**src/hw/osc_pkg.sv**
```systemverilog
`default_nettype none

package osc_pkg;

    // register address is {group, oscillator}
    typedef logic [6:0] reg_addr_t;
    typedef logic [7:0] reg_data_t;
    typedef logic [4:0] osc_idx_t;

    // 24-bit phase accumulator and 16-bit frequency word per oscillator
    typedef logic [23:0] phase_t;
    typedef logic [15:0] freq_t;

    // register groups selected by the upper two address bits
    localparam logic [1:0] GROUP_FREQ_LO = 2'd0;
    localparam logic [1:0] GROUP_FREQ_HI = 2'd1;
    localparam logic [1:0] GROUP_CONTROL = 2'd2;
    // read-only, returns the top byte of the accumulator
    localparam logic [1:0] GROUP_ACC     = 2'd3;

    // oscillator runs when this control bit is set
    localparam int CTRL_ENABLE_BIT = 0;

    // one oscillator slot walks through these states in order
    typedef enum logic [2:0] {
        SCAN_IDLE,
        SCAN_READ_LO,
        SCAN_READ_HI,
        SCAN_READ_CTL,
        SCAN_WRITE_ACC
    } scan_state_t;

endpackage

`default_nettype wire

```
**src/hw/osc_core.sv**
```systemverilog
`timescale 1ns/100ps
`default_nettype none

module osc_core #(
    parameter int OSC_COUNT = 32
) (
    input  wire                clk_i,
    input  wire                rst_n_i,

    input  wire                host_wr_i,
    input  wire                host_rd_i,
    input  wire osc_pkg::reg_addr_t host_addr_i,
    input  wire osc_pkg::reg_data_t host_wdata_i,
    output osc_pkg::reg_data_t host_rdata_o,
    input  wire                run_i,

    output logic               update_o,
    output osc_pkg::osc_idx_t  update_osc_o,
    output osc_pkg::reg_data_t update_phase_o
);

    import osc_pkg::*;

    localparam int REG_ADDR_W = $bits(reg_addr_t);
    localparam int REG_DATA_W = $bits(reg_data_t);
    localparam int ACC_ADDR_W = $bits(osc_idx_t);
    localparam int ACC_DATA_W = $bits(phase_t);

    // host side of both RAMs
    logic      reg_wr_req;
    logic      reg_rd_req;
    reg_addr_t reg_addr;
    reg_data_t reg_wdata;
    reg_data_t reg_rdata;
    logic      acc_rd_req;
    osc_idx_t  acc_rd_osc;
    phase_t    acc_rdata;

    // scanner side of both RAMs
    reg_addr_t scan_reg_addr;
    reg_data_t scan_reg_data;
    osc_idx_t  scan_acc_addr;
    phase_t    scan_acc_data;
    logic      acc_wr_req;
    osc_idx_t  acc_wr_addr;
    phase_t    acc_wr_data;

    osc_host_port u_host_port (
        .clk_i        (clk_i),
        .rst_n_i      (rst_n_i),
        .host_wr_i    (host_wr_i),
        .host_rd_i    (host_rd_i),
        .host_addr_i  (host_addr_i),
        .host_wdata_i (host_wdata_i),
        .host_rdata_o (host_rdata_o),
        .reg_wr_req_o (reg_wr_req),
        .reg_rd_req_o (reg_rd_req),
        .reg_addr_o   (reg_addr),
        .reg_wdata_o  (reg_wdata),
        .reg_rdata_i  (reg_rdata),
        .acc_rd_req_o (acc_rd_req),
        .acc_rd_osc_o (acc_rd_osc),
        .acc_rdata_i  (acc_rdata)
    );

    // frequency and control registers, the scanner reads them on port B
    osc_register_ram #(
        .PRIORITY_WRITE_PORTS (1),
        .PRIORITY_READ_PORTS  (1),
        .ADDR_WIDTH           (REG_ADDR_W),
        .DATA_WIDTH           (REG_DATA_W)
    ) reg_ram (
        .clk_i      (clk_i),
        .rst_n_i    (rst_n_i),
        .pwr_req_i  (reg_wr_req),
        .pwr_addr_i (reg_addr),
        .pwr_data_i (reg_wdata),
        .prd_req_i  (reg_rd_req),
        .prd_addr_i (reg_addr),
        .prd_data_o (reg_rdata),
        .addr_a_i   ('0),
        .data_a_o   (),
        .addr_b_i   (scan_reg_addr),
        .data_b_o   (scan_reg_data)
    );

    // phase accumulators, one word per oscillator
    osc_register_ram #(
        .PRIORITY_WRITE_PORTS (1),
        .PRIORITY_READ_PORTS  (1),
        .ADDR_WIDTH           (ACC_ADDR_W),
        .DATA_WIDTH           (ACC_DATA_W)
    ) acc_ram (
        .clk_i      (clk_i),
        .rst_n_i    (rst_n_i),
        .pwr_req_i  (acc_wr_req),
        .pwr_addr_i (acc_wr_addr),
        .pwr_data_i (acc_wr_data),
        .prd_req_i  (acc_rd_req),
        .prd_addr_i (acc_rd_osc),
        .prd_data_o (acc_rdata),
        .addr_a_i   (scan_acc_addr),
        .data_a_o   (scan_acc_data),
        .addr_b_i   ('0),
        .data_b_o   ()
    );

    osc_scanner #(
        .OSC_COUNT (OSC_COUNT)
    ) u_scanner (
        .clk_i          (clk_i),
        .rst_n_i        (rst_n_i),
        .run_i          (run_i),
        .reg_addr_o     (scan_reg_addr),
        .reg_data_i     (scan_reg_data),
        .acc_addr_o     (scan_acc_addr),
        .acc_data_i     (scan_acc_data),
        .acc_wr_req_o   (acc_wr_req),
        .acc_wr_addr_o  (acc_wr_addr),
        .acc_wr_data_o  (acc_wr_data),
        .update_o       (update_o),
        .update_osc_o   (update_osc_o),
        .update_phase_o (update_phase_o)
    );

endmodule

`default_nettype wire

```
**src/hw/osc_host_port.sv**
```systemverilog
`timescale 1ns/100ps
`default_nettype none

module osc_host_port (
    input  wire                clk_i,
    input  wire                rst_n_i,

    input  wire                host_wr_i,
    input  wire                host_rd_i,
    input  wire osc_pkg::reg_addr_t host_addr_i,
    input  wire osc_pkg::reg_data_t host_wdata_i,
    output osc_pkg::reg_data_t host_rdata_o,

    output logic               reg_wr_req_o,
    output logic               reg_rd_req_o,
    output osc_pkg::reg_addr_t reg_addr_o,
    output osc_pkg::reg_data_t reg_wdata_o,
    input  wire osc_pkg::reg_data_t reg_rdata_i,

    output logic               acc_rd_req_o,
    output osc_pkg::osc_idx_t  acc_rd_osc_o,
    input  wire osc_pkg::phase_t acc_rdata_i
);

    import osc_pkg::*;

    logic [1:0] group;
    logic       is_acc;

    // address and data are held here until the RAM serves the request
    reg_addr_t addr_q;
    reg_data_t wdata_q;

    // remembers whether the last read went to the accumulator RAM
    logic sel_acc_q;

    // group field sits above the oscillator number
    assign group  = host_addr_i[$bits(reg_addr_t)-1 -: 2];
    assign is_acc = (group == GROUP_ACC);

    // writes to the accumulator group are read-only and get dropped here
    assign reg_wr_req_o = host_wr_i && !is_acc;
    assign reg_rd_req_o = host_rd_i && !is_acc;
    assign acc_rd_req_o = host_rd_i && is_acc;

    always_ff @(posedge clk_i) begin
        if (host_wr_i || host_rd_i) begin
            addr_q <= host_addr_i;
        end
        if (host_wr_i) begin
            wdata_q <= host_wdata_i;
        end
    end

    always_ff @(posedge clk_i) begin
        if (!rst_n_i) begin
            sel_acc_q <= 1'b0;
        end else if (host_rd_i) begin
            sel_acc_q <= is_acc;
        end
    end

    assign reg_addr_o   = addr_q;
    assign reg_wdata_o  = wdata_q;
    assign acc_rd_osc_o = addr_q[$bits(osc_idx_t)-1:0];

    // only the top byte of the accumulator is visible to the host
    assign host_rdata_o = sel_acc_q ? acc_rdata_i[$bits(phase_t)-1 -: $bits(reg_data_t)]
                                    : reg_rdata_i;

endmodule

`default_nettype wire

```
**src/hw/osc_register_ram.sv**
```systemverilog
`timescale 1ns/100ps
`default_nettype none

module osc_register_ram #(
    parameter int PRIORITY_WRITE_PORTS = 1,
    parameter int PRIORITY_READ_PORTS  = 1,
    parameter int ADDR_WIDTH           = 5,
    parameter int DATA_WIDTH           = 8
) (
    input  wire                                        clk_i,
    input  wire                                        rst_n_i,

    input  wire  [PRIORITY_WRITE_PORTS-1:0]            pwr_req_i,
    input  wire  [PRIORITY_WRITE_PORTS*ADDR_WIDTH-1:0] pwr_addr_i,
    input  wire  [PRIORITY_WRITE_PORTS*DATA_WIDTH-1:0] pwr_data_i,

    input  wire  [PRIORITY_READ_PORTS-1:0]             prd_req_i,
    input  wire  [PRIORITY_READ_PORTS*ADDR_WIDTH-1:0]  prd_addr_i,
    output logic [PRIORITY_READ_PORTS*DATA_WIDTH-1:0]  prd_data_o,

    input  wire  [ADDR_WIDTH-1:0]                      addr_a_i,
    output logic [DATA_WIDTH-1:0]                      data_a_o,

    input  wire  [ADDR_WIDTH-1:0]                      addr_b_i,
    output logic [DATA_WIDTH-1:0]                      data_b_o
);

    localparam int DEPTH = 1 << ADDR_WIDTH;

    // the storage itself, one word per address
    logic [DATA_WIDTH-1:0] mem_q [0:DEPTH-1];

    // pending flags, set by a request pulse and cleared when the port is served
    logic [PRIORITY_WRITE_PORTS-1:0] wr_pend_q;
    logic [PRIORITY_READ_PORTS-1:0]  rd_pend_q;

    // one-hot grant of the port served at the coming edge
    logic [PRIORITY_WRITE_PORTS-1:0] wr_ack;
    logic [PRIORITY_READ_PORTS-1:0]  rd_ack;
    logic                            wr_grant;
    logic                            rd_grant;

    logic [ADDR_WIDTH-1:0] wr_addr;
    logic [DATA_WIDTH-1:0] wr_data;
    // the single-port read address, shared by the read ports and port A
    logic [ADDR_WIDTH-1:0] sp_addr;

    // walk from the highest port down so the lowest pending one wins
    always_comb begin
        wr_ack  = '0;
        wr_addr = '0;
        wr_data = '0;
        for (int i = PRIORITY_WRITE_PORTS - 1; i >= 0; i--) begin
            if (wr_pend_q[i]) begin
                wr_ack    = '0;
                wr_ack[i] = 1'b1;
                wr_addr   = pwr_addr_i[i*ADDR_WIDTH +: ADDR_WIDTH];
                wr_data   = pwr_data_i[i*DATA_WIDTH +: DATA_WIDTH];
            end
        end
    end

    assign wr_grant = |wr_ack;

    // a read port is only served in a cycle without a write
    always_comb begin
        rd_ack  = '0;
        sp_addr = addr_a_i;
        if (!wr_grant) begin
            for (int i = PRIORITY_READ_PORTS - 1; i >= 0; i--) begin
                if (rd_pend_q[i]) begin
                    rd_ack    = '0;
                    rd_ack[i] = 1'b1;
                    sp_addr   = prd_addr_i[i*ADDR_WIDTH +: ADDR_WIDTH];
                end
            end
        end
    end

    assign rd_grant = |rd_ack;

    // a request arriving on the same edge as the grant keeps the flag set
    always_ff @(posedge clk_i) begin
        if (!rst_n_i) begin
            wr_pend_q <= '0;
            rd_pend_q <= '0;
        end else begin
            wr_pend_q <= (wr_pend_q & ~wr_ack) | pwr_req_i;
            rd_pend_q <= (rd_pend_q & ~rd_ack) | prd_req_i;
        end
    end

    // write, or else one single-port read into a read register or port A
    always_ff @(posedge clk_i) begin
        if (wr_grant) begin
            mem_q[wr_addr] <= wr_data;
        end else begin
            for (int i = 0; i < PRIORITY_READ_PORTS; i++) begin
                if (rd_ack[i]) begin
                    prd_data_o[i*DATA_WIDTH +: DATA_WIDTH] <= mem_q[sp_addr];
                end
            end
            if (!rd_grant) begin
                data_a_o <= mem_q[sp_addr];
            end
        end
    end

    // port B reads every cycle without arbitration
    always_ff @(posedge clk_i) begin
        data_b_o <= mem_q[addr_b_i];
    end

endmodule

`default_nettype wire

```
**src/hw/osc_scanner.sv**
```systemverilog
`timescale 1ns/100ps
`default_nettype none

module osc_scanner #(
    parameter int OSC_COUNT = 32
) (
    input  wire                clk_i,
    input  wire                rst_n_i,
    input  wire                run_i,

    output osc_pkg::reg_addr_t reg_addr_o,
    input  wire osc_pkg::reg_data_t reg_data_i,

    output osc_pkg::osc_idx_t  acc_addr_o,
    input  wire osc_pkg::phase_t acc_data_i,

    output logic               acc_wr_req_o,
    output osc_pkg::osc_idx_t  acc_wr_addr_o,
    output osc_pkg::phase_t    acc_wr_data_o,

    output logic               update_o,
    output osc_pkg::osc_idx_t  update_osc_o,
    output osc_pkg::reg_data_t update_phase_o
);

    import osc_pkg::*;

    scan_state_t state_q;
    osc_idx_t    osc_q;
    freq_t       freq_q;

    logic   last_osc;
    logic   enable;
    phase_t phase_next;

    assign last_osc = (osc_q == osc_idx_t'(OSC_COUNT - 1));

    // port B data lags its address by one cycle, so each byte is picked
    // up in the state after the one that addressed it
    always_comb begin
        case (state_q)
            SCAN_READ_HI:  reg_addr_o = {GROUP_FREQ_HI, osc_q};
            SCAN_READ_CTL: reg_addr_o = {GROUP_CONTROL, osc_q};
            default:       reg_addr_o = {GROUP_FREQ_LO, osc_q};
        endcase
    end

    // the accumulator address stays on the current oscillator for the whole slot
    assign acc_addr_o = osc_q;

    // control byte is on reg_data_i during SCAN_WRITE_ACC
    assign enable = reg_data_i[CTRL_ENABLE_BIT];

    // the sum wraps modulo 2^24 by width
    assign phase_next = enable ? acc_data_i + phase_t'(freq_q) : acc_data_i;

    always_ff @(posedge clk_i) begin
        if (!rst_n_i) begin
            state_q      <= SCAN_IDLE;
            osc_q        <= '0;
            acc_wr_req_o <= 1'b0;
            update_o     <= 1'b0;
        end else begin
            acc_wr_req_o <= 1'b0;
            update_o     <= 1'b0;
            case (state_q)
                // slot boundary, the only place where run_i is looked at
                SCAN_IDLE: begin
                    if (run_i) begin
                        state_q <= SCAN_READ_LO;
                    end
                end
                SCAN_READ_LO: begin
                    state_q <= SCAN_READ_HI;
                end
                SCAN_READ_HI: begin
                    state_q <= SCAN_READ_CTL;
                end
                SCAN_READ_CTL: begin
                    state_q <= SCAN_WRITE_ACC;
                end
                SCAN_WRITE_ACC: begin
                    state_q      <= SCAN_IDLE;
                    acc_wr_req_o <= 1'b1;
                    update_o     <= 1'b1;
                    osc_q        <= last_osc ? '0 : osc_q + osc_idx_t'(1);
                end
                default: begin
                    state_q <= SCAN_IDLE;
                end
            endcase
        end
    end

    // frequency bytes and the write-back payload
    always_ff @(posedge clk_i) begin
        if (state_q == SCAN_READ_HI) begin
            freq_q[7:0] <= reg_data_i;
        end
        if (state_q == SCAN_READ_CTL) begin
            freq_q[15:8] <= reg_data_i;
        end
        if (state_q == SCAN_WRITE_ACC) begin
            acc_wr_addr_o <= osc_q;
            acc_wr_data_o <= phase_next;
        end
    end

    // the report mirrors the write that is being requested
    assign update_osc_o   = acc_wr_addr_o;
    assign update_phase_o = acc_wr_data_o[$bits(phase_t)-1 -: $bits(reg_data_t)];

endmodule

`default_nettype wire
```
**config.mk**
```make
export PLATFORM = sky130hd
export DESIGN_NAME = osc_core
export DESIGN_NICKNAME = d
export VERILOG_FILES = /design/src/hw/osc_pkg.sv /design/src/hw/osc_core.sv /design/src/hw/osc_host_port.sv /design/src/hw/osc_register_ram.sv /design/src/hw/osc_scanner.sv
export SDC_FILE = /design/constraint.sdc
export NUM_CORES = 2
export LEC_CHECK = 0
export BUFFER_PORTS_ARGS = -buffer_cell sky130_fd_sc_hd__clkbuf_2
export CORE_MARGIN = 3
export CORE_UTILIZATION = 40
export DETAILED_ROUTE_END_ITERATION = 6
export PLACE_DENSITY = 0.63
export SYNTH_ARGS = -nofsm -noshare
export SYNTH_HDL_FRONTEND = slang
export SYNTH_HIERARCHICAL = 1
export SYNTH_SLANG_ARGS = --single-unit
```
**constraint.sdc**
```tcl
create_clock -name clk_i -period 3.3 [get_ports clk_i]
set_input_delay 0.495 -clock clk_i [delete_from_list [all_inputs] [get_ports clk_i]]
set_output_delay 0.495 -clock clk_i [all_outputs]
set_load 0.02 [all_outputs]
```
==> impl_metrics.yaml <==
setup_path:
  crit_path_max_fanout: 41
  arrival_ps: 4020
  crit_chain: "mux2_8 > buf_12 > a2111oi_0 > buf_4 > nor4_1 > o32ai_1 > buf_4 > nor4_4 > buf_4 > o311a_1"
  slowest_stage: "edfxtp_1"
  crit_type: "flip-flop to flip-flop"
  critical_path_buf_inv_count: 4
  cpPeakStageDelay_ps: 680
  crit_family: "buffers and inverters"
  cp_data_required_time_ps: 4010
  critPathCaptureType: "flip-flop"
  critical_path.most_common_cell: "buf_4"
  worstSetupStartpointType: "flip-flop"
run_status:
  violations: "design-rule violations, negative setup slack"
  status: "finished, violations left"
placed_design:
  port-buffer-count: 41
  hpwl_mm: 175
  pre_cts_ws_ps: -338
  place.gp.congestion: 0.931
sta:
  final_hold_viol_count: 0
  skew_ps: 58.5
  tightest_slew_ps: 1340
  setup_viol: 1
  slew_violations: 0
  fin_hold_ws_ps: 66.6
  fin_ws_ps: -14.4
  fmax_mhz: 302
  finalCritPeriodShare: 1.00
  rsz0062_at_grt: "false"
  relSlewSlack: 0.104
  period_minus_slack_ps: 3310
global_routing:
  grt_pass1_vias: 58700
  grt_max_degree: 243
  overflow: 0
  grt_pass1_wl_mm: 407
  antenna_found_initial: 4
  grt_use_total: 0.239
detailed_routing:
  drt_iter0_markers: 8506
  via_per_inst: 6.24
  ant_nets: 0
  dr.pass1.iters: 7
  routed-via-count: 60300
  routed_wl_mm: 280
  drc: 6
  routed_wire_length_per_instance_um: 29.0
pwr:
  ir_drop_uv: 560
  power_density_nw_per_um2: 513
  power_leakage_uw: 0.0330
cts:
  root_buffer: "clkbuf_16"
  cts.clk_slew.worst_paths_ps: 60
  clk-insertion-delay-late_ps: 860
  ctsLongestPathBuffers: 3
  htreeDepth: 4
  cts_tree: "built"
  cts.sinks: 1914
  cts_buffers: 197
die:
  die_width_um: 477
  die_h_um: 477
  rows: 172
  die-area_um2: 227000
  coreArea_um2: 220000
  pin_count: 42
  initial_utilization: 0.403
logic_synthesis:
  synth_warnings: 6
  synth_area_per_cell_um2: 14.2
  mappedNetlistArea_um2: 88600
  netlist_instances: 6230
hold_path:
  hp-class: "input pin to flip-flop"
flow_run:
  drv_cap: 0
cells_and_area:
  final_nets: 6581
  area_delta_synth_final_pct: 16.6
  drive_gt1_frac: 0.213
==> where the power goes <==
group	internal, uW	switching [uW]
logic	1360	2470
registers	26600	142
clock network	12600	9770
==> per-layer routing <==
metal / share of wire / track usage / up-vias
li1: - / - / 25600
met1: 0.38 / 0.318 / 30400
met5: 0.000039 / 0 / -
met4: 0.051 / 0.111 / 2
met2: 0.47 / 0.380 / 3622
met3: 0.10 / 0.0470 / 670
==> sequential cells by signal, summed over array words and instances, names as in the netlist, 3 cells and up <==
register,cells
reg_ram/mem_q,1024
u_host_port/reg_addr_o,7
acc_ram/data_a_o,24
u_host_port/reg_wdata_o,8
u_scanner/state_q,3
u_scanner/acc_wr_addr_o,5
acc_ram/prd_data_o,8
u_scanner/freq_q,16
u_scanner/acc_wr_data_o,24
reg_ram/prd_data_o,8
u_scanner/acc_addr_o,5
reg_ram/data_b_o,8
acc_ram/mem_q,768
==> metrics by stage <==
stage          cells  instance area, um^2  setup TNS [ps]  total power [uW]  utilization
2_1_floorplan   6246                88700               0             29300            -
5_1_grt         9664               103000               0             54300        0.470
6_report        9668               103000           -14.4             53000        0.470
3_5_place_dp    9279                96400           -2240             30900        0.438
4_1_cts         9663               103000               0             53000        0.469
3_3_place_gp    9279                96400           -1880             30900        0.438
==> repair_timing <==
action	4_1_cts	5_1_grt
resized for setup	26	30
pin swaps	2	5
hold buffers	16	0
endpoints found under the setup margin	17	10
endpoints found under the hold margin	16	0
buffers inserted	5	0
cloned	0	1
==> worst register-to-register path, cell delays in order (launching register included) <==
cell and delay (ps):
edfxtp_1 680, mux2_8 400, buf_12 260, a2111oi_0 220, buf_4 150, nor4_1 390
o32ai_1 220, buf_4 210, nor4_4 270, buf_4 200, o311a_1 180
==> area by class of cell <==
cell class | count | area [um^2]
fillers | 18900 | 117000
flip-flops and latches | 1914 | 57300
multi-input cells | 3134 | 27200
repair buffers | 681 | 6430
clock buffers | 243 | 5120
well taps | 2958 | 3700
inverters | 614 | 2310
clock inverters | 120 | 1290
diodes | 4 | 10.0
==> cell usage in the layout (no fill, tap or decap), types with 50 or more instances in the layout <==
cell type and instances:
o41ai_1 72, nor2_1 153, buf_4 511, clkbuf_16 197, mux2i_1 87, a311oi_1 78, a31oi_1 50, a2111oi_0 180
mux4_2 328, nand2_1 503, a211oi_1 1035, nand3_1 116, inv_1 611, buf_12 109, edfxtp_1 1892
==> worst paths after layout <==
kind / endpoint / slack (ps) / cells after the start / startpoint
setup reg to reg: reg_ram/prd_data_o[2] / -10 / 10 / u_host_port/reg_addr_o[2]
hold reg to reg: acc_ram/wr_pend_q / 520 / 1 / u_scanner/update_o
hold / removal: u_host_port/sel_acc_q / 70 / 3 / host_rd_i
setup / recovery: reg_ram/prd_data_o[2] / -10 / 10 / u_host_port/reg_addr_o[2]
(Power assumes the default switching activity.)
